**src/hdl/uart_macros.svh**
```systemverilog
`ifndef UART_MACROS_SVH
`define UART_MACROS_SVH

// serial bit timing.
`define UART_CYCLES_PER_BIT 4   // clocks per bit.
`define UART_EXTRA_STOP     7   // stop bits after the first one.

// message buffer layout.
`define BUF_DEPTH  32  // bytes in the shared buffer.
`define RX_BASE    16  // first byte of the receive half.
`define TX_MAX_LEN 16  // longest message per start.

// apb address map.
`define APB_ADDR_W   8
`define APB_DATA_W   32
`define APB_WIN_LAST 8'hbc  // last window word, 32 bytes from 0x40.
`define CTRL_CLR_BIT 8      // ctrl bit that clears rx_count and frame_err.

`endif

```
**src/hdl/uart_pkg.sv**
```systemverilog
package uart_pkg;

  typedef logic [7:0] byte_t;      // one data byte.
  typedef logic [4:0] buf_addr_t;  // 0..15 tx half, 16..31 rx half.

  typedef struct packed {
    logic       tx_busy;    // streamer still sending.
    logic       frame_err;  // sticky until a ctrl clear.
    logic [4:0] rx_count;   // saturates at 16.
  } status_t;

  typedef enum logic [7:0] {
    REG_CTRL   = 8'h00,
    REG_STATUS = 8'h04,
    REG_WINDOW = 8'h40   // first word of the buffer window.
  } reg_off_e;

  typedef enum logic [1:0] {
    APB_IDLE, APB_WAIT_GNT, APB_WAIT_DATA, APB_DONE
  } apb_state_e;

  typedef enum logic [1:0] {
    TX_IDLE, TX_FETCH, TX_WAIT_DATA, TX_SEND
  } tx_state_e;

  typedef enum logic [1:0] {
    RX_IDLE, RX_START, RX_DATA, RX_STOP
  } rx_state_e;

endpackage

```
**src/hdl/buf_if.sv**
```systemverilog
`timescale 1ns/10ps

interface buf_if import uart_pkg::*; ();

  logic      req;    // held until gnt.
  logic      we;     // 1 write, 0 read.
  buf_addr_t addr;
  byte_t     wdata;
  logic      gnt;    // one cycle, write lands at its edge.
  byte_t     rdata;  // valid the cycle after gnt.

  modport requester (output req, output we, output addr, output wdata,
                     input gnt, input rdata);

  modport arbiter (input req, input we, input addr, input wdata,
                   output gnt, output rdata);

endinterface

```
**src/hdl/uart_tx.sv**
```systemverilog
`timescale 1ns/10ps
`include "uart_macros.svh"

module uart_tx import uart_pkg::*; #(
  parameter int cycles_per_bit = `UART_CYCLES_PER_BIT
) (
  input  logic  clock,
  input  logic  i_rstn,
  input  byte_t i_data,
  input  logic  i_req,
  output logic  o_serial,
  output logic  o_cts,
  output logic  o_idle
);
  localparam int extra_stop = `UART_EXTRA_STOP;
  localparam int frame_bits = 10 + extra_stop;  // start, 8 data, stop, extras.
  localparam int cycle_w = (cycles_per_bit > 1) ? $clog2(cycles_per_bit) : 1;
  localparam int cursor_w = $clog2(frame_bits);
  localparam logic [cycle_w-1:0] cycle_max = cycle_w'(cycles_per_bit - 1);
  localparam logic [cursor_w-1:0] cursor_max = cursor_w'(frame_bits - 1);

  logic [cycle_w-1:0]  cycle;      // clocks left in this bit.
  logic [cursor_w-1:0] cursor;     // bits left in the frame.
  logic [8:0]          shreg;      // bit 0 is on the line.
  byte_t               hold;       // queued next byte.
  logic                pending;    // hold is full.
  logic                line_done;  // last bit time finished.
  logic                accept;
  logic                launch;

  assign line_done = (cursor == '0) && (cycle == '0);
  assign accept = i_req && o_cts;
  assign launch = line_done && pending;  // next frame starts right after the last stop.

  always_ff @(posedge clock) begin
    if (accept) begin
      hold <= i_data;
    end
  end

  always_ff @(posedge clock) begin
    if (!i_rstn) begin
      cycle   <= '0;
      cursor  <= '0;
      shreg   <= 9'h1ff;  // line idles high.
      pending <= 1'b0;
    end else begin
      if (launch) begin
        pending <= 1'b0;
      end else if (accept) begin
        pending <= 1'b1;
      end
      if (launch) begin
        cycle  <= cycle_max;
        cursor <= cursor_max;
        shreg  <= {hold, 1'b0};  // start bit goes out first.
      end else if (cycle != '0) begin
        cycle <= cycle - 1'b1;  // hold the bit.
      end else if (cursor != '0) begin
        cycle  <= cycle_max;
        cursor <= cursor - 1'b1;
        shreg  <= {1'b1, shreg[8:1]};  // stop bits fill from the top.
      end
    end
  end

  assign o_serial = shreg[0];
  assign o_cts = !pending && (cursor < cursor_w'(extra_stop));  // open in the extra stops.
  assign o_idle = line_done && !pending;

  a_idle_line_high: assert property (@(posedge clock) disable iff (!i_rstn)
    o_idle |-> o_serial);
endmodule

```
**src/hdl/uart_rx.sv**
```systemverilog
`timescale 1ns/10ps
`include "uart_macros.svh"

module uart_rx import uart_pkg::*; #(
  parameter int cycles_per_bit = `UART_CYCLES_PER_BIT
) (
  input  logic     clock,
  input  logic     i_rstn,
  input  logic     i_serial,
  buf_if.requester bus,
  output logic     o_frame_err_pulse,
  output logic     o_byte_stored_pulse
);
  localparam int cycle_w = (cycles_per_bit > 1) ? $clog2(cycles_per_bit) : 1;
  localparam logic [cycle_w-1:0] cycle_max = cycle_w'(cycles_per_bit - 1);
  localparam logic [cycle_w-1:0] cycle_half =
    cycle_w'((cycles_per_bit > 1) ? cycles_per_bit / 2 - 1 : 0);

  rx_state_e          state;
  logic [1:0]         sync;       // two-flop synchronizer.
  logic               line_q;     // previous synced level.
  logic [cycle_w-1:0] cycle;      // clocks to the next sample point.
  logic [2:0]         bit_idx;
  byte_t              shreg;      // lsb arrives first.
  logic [3:0]         wptr;       // wraps mod 16.
  logic               store_req;
  logic               stop_due;   // stop bit sampled this cycle.
  logic               line;

  assign line = sync[1];
  assign stop_due = (state == RX_STOP) && (cycle == '0);

  always_ff @(posedge clock) begin
    if (!i_rstn) begin
      sync   <= 2'b11;
      line_q <= 1'b1;
    end else begin
      sync   <= {sync[0], i_serial};
      line_q <= line;
    end
  end

  always_ff @(posedge clock) begin
    if ((state == RX_DATA) && (cycle == '0)) begin
      shreg <= {line, shreg[7:1]};  // mid-bit sample.
    end
  end

  always_ff @(posedge clock) begin
    if (!i_rstn) begin
      state             <= RX_IDLE;
      cycle             <= '0;
      bit_idx           <= '0;
      wptr              <= '0;
      store_req         <= 1'b0;
      o_frame_err_pulse <= 1'b0;
    end else begin
      o_frame_err_pulse <= 1'b0;
      if (store_req && bus.gnt) begin
        store_req <= 1'b0;
        wptr      <= wptr + 1'b1;
      end
      case (state)
        RX_IDLE: begin
          if (line_q && !line) begin  // falling start edge.
            state <= RX_START;
            cycle <= cycle_half;
          end
        end
        RX_START: begin
          if (cycle != '0) begin
            cycle <= cycle - 1'b1;
          end else if (!line) begin
            state   <= RX_DATA;
            cycle   <= cycle_max;
            bit_idx <= '0;
          end else begin
            state <= RX_IDLE;  // glitch, not a start bit.
          end
        end
        RX_DATA: begin
          if (cycle != '0) begin
            cycle <= cycle - 1'b1;
          end else begin
            cycle   <= cycle_max;
            bit_idx <= bit_idx + 1'b1;
            if (bit_idx == 3'd7) begin
              state <= RX_STOP;
            end
          end
        end
        RX_STOP: begin
          if (cycle != '0) begin
            cycle <= cycle - 1'b1;
          end else begin
            state <= RX_IDLE;
            if (line) begin
              store_req <= 1'b1;  // good frame.
            end else begin
              o_frame_err_pulse <= 1'b1;  // byte dropped.
            end
          end
        end
        default: state <= RX_IDLE;
      endcase
    end
  end

  assign bus.req = store_req;
  assign bus.we = 1'b1;
  assign bus.addr = buf_addr_t'(`RX_BASE) + buf_addr_t'(wptr);
  assign bus.wdata = shreg;
  assign o_byte_stored_pulse = store_req && bus.gnt;

  // the arbiter must drain a store well before the next frame ends.
  a_store_drained: assert property (@(posedge clock) disable iff (!i_rstn)
    stop_due |-> !store_req);
endmodule

```
**src/hdl/shared_buffer.sv**
```systemverilog
`timescale 1ns/10ps
`include "uart_macros.svh"

module shared_buffer import uart_pkg::*; (
  input  logic   clock,
  input  logic   i_rstn,
  buf_if.arbiter rx_port,
  buf_if.arbiter apb_port,
  buf_if.arbiter tx_port
);
  byte_t     mem [`BUF_DEPTH];
  logic      gnt_rx;
  logic      gnt_apb;
  logic      gnt_tx;
  logic      any_req;
  logic      sel_we;
  buf_addr_t sel_addr;
  byte_t     sel_wdata;
  byte_t     rd_q;  // shared, only the last granted reader looks.

  assign gnt_rx = rx_port.req;  // receiver cannot stall.
  assign gnt_apb = apb_port.req && !rx_port.req;
  assign gnt_tx = tx_port.req && !rx_port.req && !apb_port.req;
  assign any_req = rx_port.req || apb_port.req || tx_port.req;

  always_comb begin
    if (gnt_rx) begin
      sel_we    = rx_port.we;
      sel_addr  = rx_port.addr;
      sel_wdata = rx_port.wdata;
    end else if (gnt_apb) begin
      sel_we    = apb_port.we;
      sel_addr  = apb_port.addr;
      sel_wdata = apb_port.wdata;
    end else begin
      sel_we    = tx_port.we;
      sel_addr  = tx_port.addr;
      sel_wdata = tx_port.wdata;
    end
  end

  always_ff @(posedge clock) begin
    if (any_req && sel_we) begin
      mem[sel_addr] <= sel_wdata;  // lands at the grant edge.
    end
  end

  always_ff @(posedge clock) begin
    if (any_req && !sel_we) begin
      rd_q <= mem[sel_addr];  // valid the cycle after gnt.
    end
  end

  assign rx_port.gnt = gnt_rx;
  assign apb_port.gnt = gnt_apb;
  assign tx_port.gnt = gnt_tx;
  assign rx_port.rdata = rd_q;
  assign apb_port.rdata = rd_q;
  assign tx_port.rdata = rd_q;

  a_gnt_onehot: assert property (@(posedge clock) disable iff (!i_rstn)
    $onehot0({gnt_rx, gnt_apb, gnt_tx}));
endmodule

```
**src/hdl/tx_streamer.sv**
```systemverilog
`timescale 1ns/10ps
`include "uart_macros.svh"

module tx_streamer import uart_pkg::*; #(
  parameter int cycles_per_bit = `UART_CYCLES_PER_BIT
) (
  input  logic       clock,
  input  logic       i_rstn,
  input  logic       i_start,
  input  logic [4:0] i_len,
  buf_if.requester   bus,
  output logic       o_busy,
  output logic       o_serial
);
  tx_state_e  state;
  logic [4:0] len_q;
  logic [3:0] idx;        // next tx byte, base 0.
  logic       sent_last;  // last byte handed over.
  logic       last;
  byte_t      data_q;
  logic       tx_req;
  logic       tx_cts;
  logic       tx_idle;

  assign last = ({1'b0, idx} == (len_q - 5'd1));

  always_ff @(posedge clock) begin
    if (state == TX_WAIT_DATA) begin
      data_q <= bus.rdata;
    end
  end

  always_ff @(posedge clock) begin
    if (!i_rstn) begin
      state     <= TX_IDLE;
      len_q     <= '0;
      idx       <= '0;
      sent_last <= 1'b0;
    end else begin
      case (state)
        TX_IDLE: begin
          if (i_start) begin
            state     <= TX_FETCH;
            len_q     <= i_len;
            idx       <= '0;
            sent_last <= 1'b0;
          end
        end
        TX_FETCH: if (bus.gnt) state <= TX_WAIT_DATA;
        TX_WAIT_DATA: state <= TX_SEND;
        TX_SEND: begin
          if (sent_last) begin
            if (tx_idle) state <= TX_IDLE;  // last frame fully out.
          end else if (tx_cts) begin
            if (last) begin
              sent_last <= 1'b1;
            end else begin
              idx   <= idx + 1'b1;
              state <= TX_FETCH;  // prefetch while the frame runs.
            end
          end
        end
        default: state <= TX_IDLE;
      endcase
    end
  end

  assign tx_req = (state == TX_SEND) && !sent_last;
  assign bus.req = (state == TX_FETCH);
  assign bus.we = 1'b0;
  assign bus.addr = buf_addr_t'(idx);
  assign bus.wdata = '0;
  assign o_busy = (state != TX_IDLE);

  uart_tx #(
    .cycles_per_bit(cycles_per_bit)
  ) u_tx (
    .clock   (clock),
    .i_rstn  (i_rstn),
    .i_data  (data_q),
    .i_req   (tx_req),
    .o_serial(o_serial),
    .o_cts   (tx_cts),
    .o_idle  (tx_idle)
  );
endmodule

```
**src/hdl/apb_regs.sv**
```systemverilog
`timescale 1ns/10ps
`include "uart_macros.svh"

module apb_regs import uart_pkg::*; (
  input  logic                   clock,
  input  logic                   i_rstn,
  input  logic                   i_psel,
  input  logic                   i_penable,
  input  logic                   i_pwrite,
  input  logic [`APB_ADDR_W-1:0] i_paddr,
  input  logic [`APB_DATA_W-1:0] i_pwdata,
  output logic [`APB_DATA_W-1:0] o_prdata,
  output logic                   o_pready,
  output logic                   o_pslverr,
  buf_if.requester               bus,
  input  logic                   i_tx_busy,
  input  logic                   i_frame_err_pulse,
  input  logic                   i_byte_stored_pulse,
  output logic                   o_start,
  output logic [4:0]             o_len
);
  localparam logic [4:0] rx_max = 5'(`BUF_DEPTH - `RX_BASE);

  apb_state_e             state;
  status_t                status;
  logic                   frame_err_q;
  logic [4:0]             rx_count_q;
  logic [4:0]             len_q;
  logic                   access;  // access phase seen in idle.
  logic                   hit_ctrl;
  logic                   hit_status;
  logic                   hit_win;
  logic [`APB_ADDR_W-1:0] win_off;
  logic                   ctrl_wr;
  logic                   clr;
  logic [4:0]             wr_len;
  logic                   len_ok;
  buf_addr_t              addr_q;
  logic                   we_q;
  byte_t                  wdata_q;

  assign access = (state == APB_IDLE) && i_psel && i_penable;
  assign hit_ctrl = (i_paddr == REG_CTRL);
  assign hit_status = (i_paddr == REG_STATUS);
  assign hit_win = (i_paddr >= REG_WINDOW) && (i_paddr <= `APB_WIN_LAST) &&
                   (i_paddr[1:0] == 2'b00);
  assign win_off = i_paddr - REG_WINDOW;  // one byte per word.
  assign ctrl_wr = access && i_pwrite && hit_ctrl;
  assign clr = ctrl_wr && i_pwdata[`CTRL_CLR_BIT];
  assign wr_len = i_pwdata[4:0];
  assign len_ok = (wr_len != 5'd0) && (wr_len <= 5'(`TX_MAX_LEN));

  always_comb begin
    status.tx_busy   = i_tx_busy;
    status.frame_err = frame_err_q;
    status.rx_count  = rx_count_q;
  end

  always_ff @(posedge clock) begin
    if (access && hit_win) begin
      addr_q  <= win_off[6:2];
      we_q    <= i_pwrite;
      wdata_q <= i_pwdata[7:0];
    end
  end

  always_ff @(posedge clock) begin
    if (!i_rstn) begin
      state       <= APB_IDLE;
      frame_err_q <= 1'b0;
      rx_count_q  <= '0;
      len_q       <= '0;
      o_start     <= 1'b0;
    end else begin
      o_start <= 1'b0;
      if (clr) begin
        frame_err_q <= 1'b0;
        rx_count_q  <= '0;
      end else begin
        if (i_frame_err_pulse) frame_err_q <= 1'b1;  // sticky.
        if (i_byte_stored_pulse && (rx_count_q != rx_max)) begin
          rx_count_q <= rx_count_q + 1'b1;
        end
      end
      if (ctrl_wr && len_ok && !i_tx_busy && !o_start) begin  // busy start is dropped.
        o_start <= 1'b1;
        len_q   <= wr_len;
      end
      case (state)
        APB_IDLE: if (access && hit_win) state <= APB_WAIT_GNT;
        APB_WAIT_GNT: if (bus.gnt) state <= we_q ? APB_DONE : APB_WAIT_DATA;
        APB_WAIT_DATA: state <= APB_IDLE;
        APB_DONE: state <= APB_IDLE;
        default: state <= APB_IDLE;
      endcase
    end
  end

  always_comb begin
    o_prdata = '0;
    if (state == APB_WAIT_DATA) begin
      o_prdata = {{(`APB_DATA_W - 8){1'b0}}, bus.rdata};
    end else if (access && hit_status) begin
      o_prdata = {{(`APB_DATA_W - 7){1'b0}}, status};
    end else if (access && hit_ctrl) begin
      o_prdata = {{(`APB_DATA_W - 5){1'b0}}, len_q};  // last started length.
    end
  end

  assign o_pready = (access && !hit_win) || (state == APB_WAIT_DATA) || (state == APB_DONE);
  assign o_pslverr = access && !hit_ctrl && !hit_status && !hit_win;
  assign bus.req = (state == APB_WAIT_GNT);
  assign bus.we = we_q;
  assign bus.addr = addr_q;
  assign bus.wdata = wdata_q;
  assign o_len = len_q;
endmodule

```
**src/hdl/uart_loop_top.sv**
```systemverilog
`timescale 1ns/10ps
`include "uart_macros.svh"

module uart_loop_top (
  input  logic                   clock,
  input  logic                   i_rstn,
  input  logic                   i_psel,
  input  logic                   i_penable,
  input  logic                   i_pwrite,
  input  logic [`APB_ADDR_W-1:0] i_paddr,
  input  logic [`APB_DATA_W-1:0] i_pwdata,
  output logic [`APB_DATA_W-1:0] o_prdata,
  output logic                   o_pready,
  output logic                   o_pslverr,
  output logic                   o_serial,
  input  logic                   i_serial
);
  logic       start;
  logic [4:0] len;
  logic       tx_busy;
  logic       frame_err_pulse;
  logic       byte_stored_pulse;

  buf_if rx_bus ();   // highest priority.
  buf_if apb_bus ();
  buf_if tx_bus ();   // lowest priority.

  apb_regs u_regs (
    .clock              (clock),
    .i_rstn             (i_rstn),
    .i_psel             (i_psel),
    .i_penable          (i_penable),
    .i_pwrite           (i_pwrite),
    .i_paddr            (i_paddr),
    .i_pwdata           (i_pwdata),
    .o_prdata           (o_prdata),
    .o_pready           (o_pready),
    .o_pslverr          (o_pslverr),
    .bus                (apb_bus.requester),
    .i_tx_busy          (tx_busy),
    .i_frame_err_pulse  (frame_err_pulse),
    .i_byte_stored_pulse(byte_stored_pulse),
    .o_start            (start),
    .o_len              (len)
  );

  shared_buffer u_buf (
    .clock   (clock),
    .i_rstn  (i_rstn),
    .rx_port (rx_bus.arbiter),
    .apb_port(apb_bus.arbiter),
    .tx_port (tx_bus.arbiter)
  );

  tx_streamer #(.cycles_per_bit(`UART_CYCLES_PER_BIT)) u_stream (
    .clock   (clock),
    .i_rstn  (i_rstn),
    .i_start (start),
    .i_len   (len),
    .bus     (tx_bus.requester),
    .o_busy  (tx_busy),
    .o_serial(o_serial)
  );

  uart_rx #(.cycles_per_bit(`UART_CYCLES_PER_BIT)) u_rx (
    .clock              (clock),
    .i_rstn             (i_rstn),
    .i_serial           (i_serial),
    .bus                (rx_bus.requester),
    .o_frame_err_pulse  (frame_err_pulse),
    .o_byte_stored_pulse(byte_stored_pulse)
  );
endmodule

```
**config.mk**
```make
export PLATFORM = sky130hd
export DESIGN_NAME = uart_loop_top
export DESIGN_NICKNAME = d
export VERILOG_FILES = /design/src/hdl/uart_pkg.sv /design/src/hdl/buf_if.sv /design/src/hdl/uart_tx.sv /design/src/hdl/uart_rx.sv /design/src/hdl/shared_buffer.sv /design/src/hdl/tx_streamer.sv /design/src/hdl/apb_regs.sv /design/src/hdl/uart_loop_top.sv
export VERILOG_INCLUDE_DIRS = /design/src /design/src/hdl
export SDC_FILE = /design/constraint.sdc
export NUM_CORES = 1
export LEC_CHECK = 0
export ABC_AREA = 1
export ABC_CLOCK_PERIOD_IN_PS = 3800
export BUFFER_PORTS_ARGS = -buffer_cell sky130_fd_sc_hd__buf_2
export CAP_MARGIN = 20
export CORE_MARGIN = 4
export CORE_UTILIZATION = 40
export CTS_CLUSTER_SIZE = 25
export DETAILED_ROUTE_END_ITERATION = 16
export GPL_TIMING_DRIVEN = 1
export PLACE_DENSITY = 0.56
export SLEW_MARGIN = 30
export SYNTH_ARGS = -nofsm -noshare
export SYNTH_HDL_FRONTEND = slang
export SYNTH_SLANG_ARGS = --single-unit
export TNS_END_PERCENT = 5
```
**constraint.sdc**
```tcl
create_clock -name clock -period 3.8 [get_ports clock]
set_input_delay 0 -clock clock [delete_from_list [all_inputs] [get_ports clock]]
set_output_delay 0 -clock clock [all_outputs]
set_load 0.05 [all_outputs]
```
==> results.toml, run 1 <==
[timing]
timing.setup.tns_ps = 0
hold_viol = 0
rsz0062_at_grt = "false"
setup_viol = 0
slew_headroom_pct = 42.76
worst_pin_slew_ps = 855.4
fmax_mhz = 335.0
finalWorstSetupSlack_ps = 814.9
fin_crit_sh_pct = 78.56
fin_worst_skew_ps = 13.42
maxSlewViolCount = 0
fin_crit_ps = 2985

[cts]
cts.sinks = 361
clk_path_buf_depth = 3
cts_root_buffer = "clkbuf_16"
path_clk_slew_ps = 60
cts_tree = "yes"
clock_latency_ps = 530
htree_levels = 2
cts_buffers = 39

[synth]
syn_area_sq_um = 16090
ys_ff_latch = 361
yosysWarningCount = 0
yosysMostFrequentCell = "nand2_1"
synth_flop_cell = "edfxtp_1"
ys_seq_area_share_pct = 63.71
synth_commonest_cells = "649 x nand2_1, 302 x edfxtp_1, 131 x nand4_1"
synth.area.top_cells = "edfxtp_1 56%, nand2_1 15%, dfxtp_1 7.3%"
synth.distinct_cells = 39
yosys.area.top_type_share_pct = 56.37
syn_inst = 1621
synth_edf_count = 302
async_reset_ff_share_pct = 0
synth_top_area_cell = "edfxtp_1"
avgSynthCellArea_sq_um = 9.925

[drt]
initialDrtViolationCount = 914
drtPass1Iterations = 5
vias = 11570
ant_nets = 0
via_per_inst = 5.139
post-route-drc-count = 0
wl_um = 41560
drt-wirelength-per-cell_um = 18.46

[grt]
busiest_layer = "met2"
antenna_found_initial = 0
grtUsageTotal_pct = 18.65
grt_pass1_vias = 11230
grt_max_degree = 122
grt_first_pass_wirelength_um = 64310
use_met3_pct = 3.031
grtUsageMet1_pct = 26.05
grt.overflow.total = 0
use_met2_pct = 30.17

[flow_run]
cap_violations = 0

[finish]
finalNonFillerCells = 2251
syn_to_final_growth_pct = 14.50
multiInputGateArea_sq_um = 5104
drive_above_1_share_pct = 10.67
num-nets-final = 1762
fill_cells = 3756
regArea_sq_um = 10250

[worst_setup_path]
end_kind = "flop"
path_max_fanout = 10
critPathRequiredTime_ps = 3960
critical_path_class = "flop to flop"
worst_ep_arrival_time_ps = 3140
crit_path_start_kind = "flop"

[hold_path]
hold_path_class = "input pin to flop"

[die]
die_x_um = 208.6
core-area_sq_um = 39730
die_area_sq_um = 43500
rows = 73
die_h_um = 208.6
io_pins = 81
start_util_pct = 40.49

[placement]
dp_hpwl_um = 23510
pre_cts_slack_ps = 893.5
portBuffers = 33
dp_cells = 2159
gp_congestion = 0.8083

[power_and_ir_drop]
power.density_nw_per_um2 = 500.7
cellLeakagePower_nw = 7.436
max-vdd-ir-drop_mv = 0.3833

[outcome]
status = "finished clean"
==> cell families after synthesis <==
kind of cell	after synthesis	share of synthesized area [%]
other	1	0.02331
buffers and inverters	180	5.358
DFF	361	63.71
xor gates and xnor gates	11	0.5988
AOI/OAI and AO/OA	96	3.507
and+or+nand+nor	951	25.17
adders and majority gates	21	1.633
==> path summary, 6_finish.rpt <==
check	start	endpoint	slack, ps	cells after the start
worst max-delay path	u_regs.state[1]	u_buf.mem[10][4]	810	9
worst min-delay path	i_psel	u_regs.state[0]	50	6
worst max register to register	u_regs.state[1]	u_buf.mem[10][4]	810	9
worst min register to register	u_rx.sync[0]	u_rx.sync[1]	410	1
==> cell type report <==
type / instances / area share (%)
clock inverters: 24 / 1.066
diodes: 1 / 0.01358
flip-flops and latches: 361 / 55.64
multi-input cells: 1103 / 27.70
repair buffers: 113 / 4.700
well taps: 525 / 3.566
clock buffers: 47 / 5.746
inverters: 77 / 1.569
==> metal layers <==
layer | vias to the layer above | part of all wire (%)
met5 | - | 0
li1 | 5619 | -
met1 | 5529 | 44
met2 | 347 | 47
met3 | 72 | 6.1
met4 | 0 | 2.9
==> metrics by stage <==
step                hold slack [ps]  utilization [%]  power (mW)  area, sq um
finish                        48.28            46.37       9.225        18420
global route                  82.98            46.36       9.600        18420
CTS                           34.62            46.36       9.312        18420
detailed placement            186.5            42.70       5.552        16970
global placement              181.8            42.70       5.537        16970
floorplan                     98.87                -       5.316        16180
==> cell usage in the layout (no fill, tap or decap), types with 11 or more instances in the layout <==
cell type,Yosys,final
edfxtp_1,302,302
buf_2,38,33
o211ai_1,13,13
or2_2,11,11
a21oi_1,30,30
buf_4,35,56
clkbuf_16,0,41
conb_1,1,24
clkinv_2,0,13
nor2_1,98,98
nand3_1,35,33
nand2_1,649,649
dfxtp_1,59,59
inv_1,73,73
ha_1,21,21
o21ai_0,30,30
nand4_1,131,131
dlygate4sd3_1,0,20
==> worst max-delay path: stages, from the launching register on <==
cell,delay [ps]
dfxtp_1,340
inv_1,110
nand2_2,120
nor2_2,370
nand2_1,160
nand3_1,220
nand2_1,130
nor2_2,400
inv_1,160
nor2_1,600
==> sequential cells by signal (all words and copies together) (netlist names), 2 cells and up, named ones only <==
name,count
u_buf.mem,256
u_stream.u_tx.shreg,9
u_buf.apb_port.rdata,8
u_regs.bus.wdata,8
u_rx.bus.wdata,8
u_stream.data_q,8
u_stream.u_tx.hold,8
u_regs.bus.addr,5
u_regs.o_len,5
u_regs.rx_count_q,5
u_stream.len_q,5
u_stream.u_tx.cursor,5
u_rx.wptr,4
u_stream.idx,4
u_rx.bit_idx,3
u_regs.state,2
u_rx.cycle,2
u_rx.sync,2
u_stream.state,2
u_stream.u_tx.cycle,2
==> report_power, final <==
| group | leakage, nW | internal, mW | switching (mW) |
|---|---|---|---|
| clock network | 0.620 | 2.19 | 1.55 |
| logic | 3.62 | 0.327 | 0.699 |
| registers | 3.19 | 4.39 | 0.0657 |
| total | 7.44 | 6.91 | 2.31 |
==> repair_timing <==
item,CTS,global route
buffers inserted,0,0
hold buffers,20,0
resized for setup,0,0
hold endpoints to repair,40,0
Note: power is estimated with default switching activity, not from simulation.
==> inputs of run 2 (changes only) <==
- ABC_AREA: 1 -> 0
- ABC_CLOCK_PERIOD_IN_PS: 3800 -> 2800
- clock period: 3.8 -> 2.8 ns (I/O delays scaled with it)
==> run 2 against run 1 <==
Effect of this change: flip-flop and latch count stayed put; clock power is 40% higher; first-iteration DRC count is 31% lower.
==> results.toml, run 2 <==
[outcome]
status = "finished clean"

[timing]
hold_viol = 0
fin_worst_skew_ps = 11.81
fin_crit_sh_pct = 96.14
slew_headroom_pct = 46.91
whs_ps = 24.23
worst_pin_slew_ps = 794.6
fmax_mhz = 371.5
maxSlewViolCount = 0
fin_crit_ps = 2692
setup_viol = 0

[cts]
clk_path_buf_depth = 3
cts_root_buffer = "clkbuf_16"
clock_latency_ps = 530
htree_levels = 2
cts.sinks = 361
cts_tree = "yes"
cts_buffers = 41
path_clk_slew_ps = 60

[synth]
synth_top_area_cell = "edfxtp_1"
synth.distinct_cells = 67
synth_commonest_cells = "302 x edfxtp_1, 143 x mux2i_1, 85 x nor2_1"
async_reset_ff_share_pct = 0
synth.area.top_cells = "edfxtp_1 61%, mux2i_1 9.6%, dfxtp_1 7.9%"
syn_area_sq_um = 14910
synth_edf_count = 302
ys_seq_area_share_pct = 68.75
yosysMostFrequentCell = "edfxtp_1"
avgSynthCellArea_sq_um = 14.25
syn_inst = 1046
yosysWarningCount = 0
synth_flop_cell = "edfxtp_1"
ys_ff_latch = 361
yosys.area.top_type_share_pct = 60.83

[grt]
grt_pass1_vias = 8933
grt_first_pass_wirelength_um = 54960
grtUsageTotal_pct = 17.57
grt.overflow.total = 0
grt_max_degree = 46
antenna_found_initial = 0

[finish]
num-nets-final = 1261
most-common-layout-cells = "302 x edfxtp_1, 142 x mux2i_1, 85 x nor2_1"
top_regs = "u_buf.mem x256, u_stream.u_tx.shreg x9"
syn_to_final_growth_pct = 19.73
layout_commonest_cell = "edfxtp_1"
drive_above_1_share_pct = 17.54
antenna_cells = 0
top_register = "u_buf.mem"
largest_register_ffs = 256
postLayoutCoreUtil_pct = 48.64

[worst_setup_path]
worst_ep_arrival_time_ps = 2970
crit-reg2reg-launch = "u_regs.state[1]"
r2r-end = "u_buf.apb_port.rdata[4]"
reg2reg_slack_ps = 110
r2r_cells = 9
end_kind = "flop"
crit_path_start_kind = "flop"
critPathRequiredTime_ps = 3080
path_max_fanout = 12
critical_path_class = "flop to flop"

[drt]
ant_nets = 0
drtPass1Iterations = 7
initialDrtViolationCount = 627
via_per_inst = 5.345
vias = 9055
wl_um = 36300
drt-wirelength-per-cell_um = 21.43
post-route-drc-count = 0

[die]
rows = 70
core-area_sq_um = 36700
die_x_um = 201.1
die_h_um = 201.1
io_pins = 81
start_util_pct = 40.63
die_area_sq_um = 40430

[power_and_ir_drop]
power.density_nw_per_um2 = 690.3
cellLeakagePower_nw = 7.017
max-vdd-ir-drop_mv = 0.4642

[hold_path]
hold_path_class = "input pin to flop"
min-delay-start = "i_paddr[1]"
holdPathStages = 3
worstHoldEndpoint = "u_regs.bus.wdata[2]"

[placement]
gp_congestion = 0.8714
dp_hpwl_um = 23890
portBuffers = 33

[flow_run]
cap_violations = 0
run 2: per-stage QoR:
step,std cells,setup slack [ps],area [sq um],power (mW),TNS (ps)
6_report,1694,108.0,17850,12.32,0
5_1_grt,1694,-9.186,17850,12.82,-9.186
4_1_cts,1693,12.53,17790,12.43,0
3_5_place_dp,1596,-339.0,16120,7.158,-1360
3_3_place_gp,1596,-331.9,16120,7.151,-1377
2_1_floorplan,1069,-4.827,15000,6.908,-1236
run 2: critical path, cell delays in order (launching register included):
cell and delay, ps:
dfxtp_1 350, or4b_4 580, o311ai_4 90, buf_12 190
buf_12 170, buf_12 170, mux2i_1 210, o22ai_1 160
nor4_2 430, nand2_1 80
run 2: what timing repair did:
action                     in CTS  in global routing
hold endpoints to repair       39                  0
gates cloned                    2                  0
setup endpoints to repair       6                  9
pin swaps                       2                  4
setup buffers                   2                  1
resized for setup              12                  9
hold buffers                   18                  0
run 2: worst max-delay path by stage:
stage,from,slack (ps),end,cells past startpoint
finish,u_regs.state[1],110,u_buf.apb_port.rdata[4],9
CTS,u_regs.bus.addr[0],10,u_buf.apb_port.rdata[3],9
detailed placement,u_regs.bus.addr[0],-340,u_buf.apb_port.rdata[3],8
global placement,u_regs.bus.addr[0],-330,u_buf.apb_port.rdata[3],8
global route,u_regs.state[1],-9,u_buf.apb_port.rdata[6],9
floorplan,u_regs.state[0],-5,u_buf.mem[0][0],5
run 2: final cells by class:
type,count,area (sq um)
fillers,3186,18850
flip-flops and latches,361,10250
multi-input cells,620,4425
repair buffers,140,1155
clock buffers,57,1117
well taps,468,585.6
clock inverters,18,202.7
inverters,30,112.6
run 2: metal layers:
metal	routed length (um)	part of all wire [%]	global-route usage, %	up-vias
met4	967	2.7	5.162	0
li1	-	-	-	4270
met5	0	0	0	-
met3	1800	5.0	3.328	68
met1	16270	45	24.05	4487
met2	17260	48	28.76	230
run 2: power by group:
part / switching, mW / total [mW] / internal (mW)
combinational: 0.657 / 1.06 / 0.402
sequential: 0.112 / 6.02 / 5.91
clock: 2.08 / 5.24 / 3.16
total: 2.85 / 12.3 / 9.47
run 2: kinds of logic (layout without fill, tap and decap cells):
family	after synthesis	after routing	share of synthesized area (%)
DFF	361	361	68.75
and+or+nand+nor	261	261	8.443
AOI/OAI and AO/OA	154	154	7.074
muxes	144	144	9.676
buffers and inverters	88	245	3.332
adders and majority gates	21	21	1.762
xor gates and xnor gates	16	16	0.9400
other	1	24	0.02515
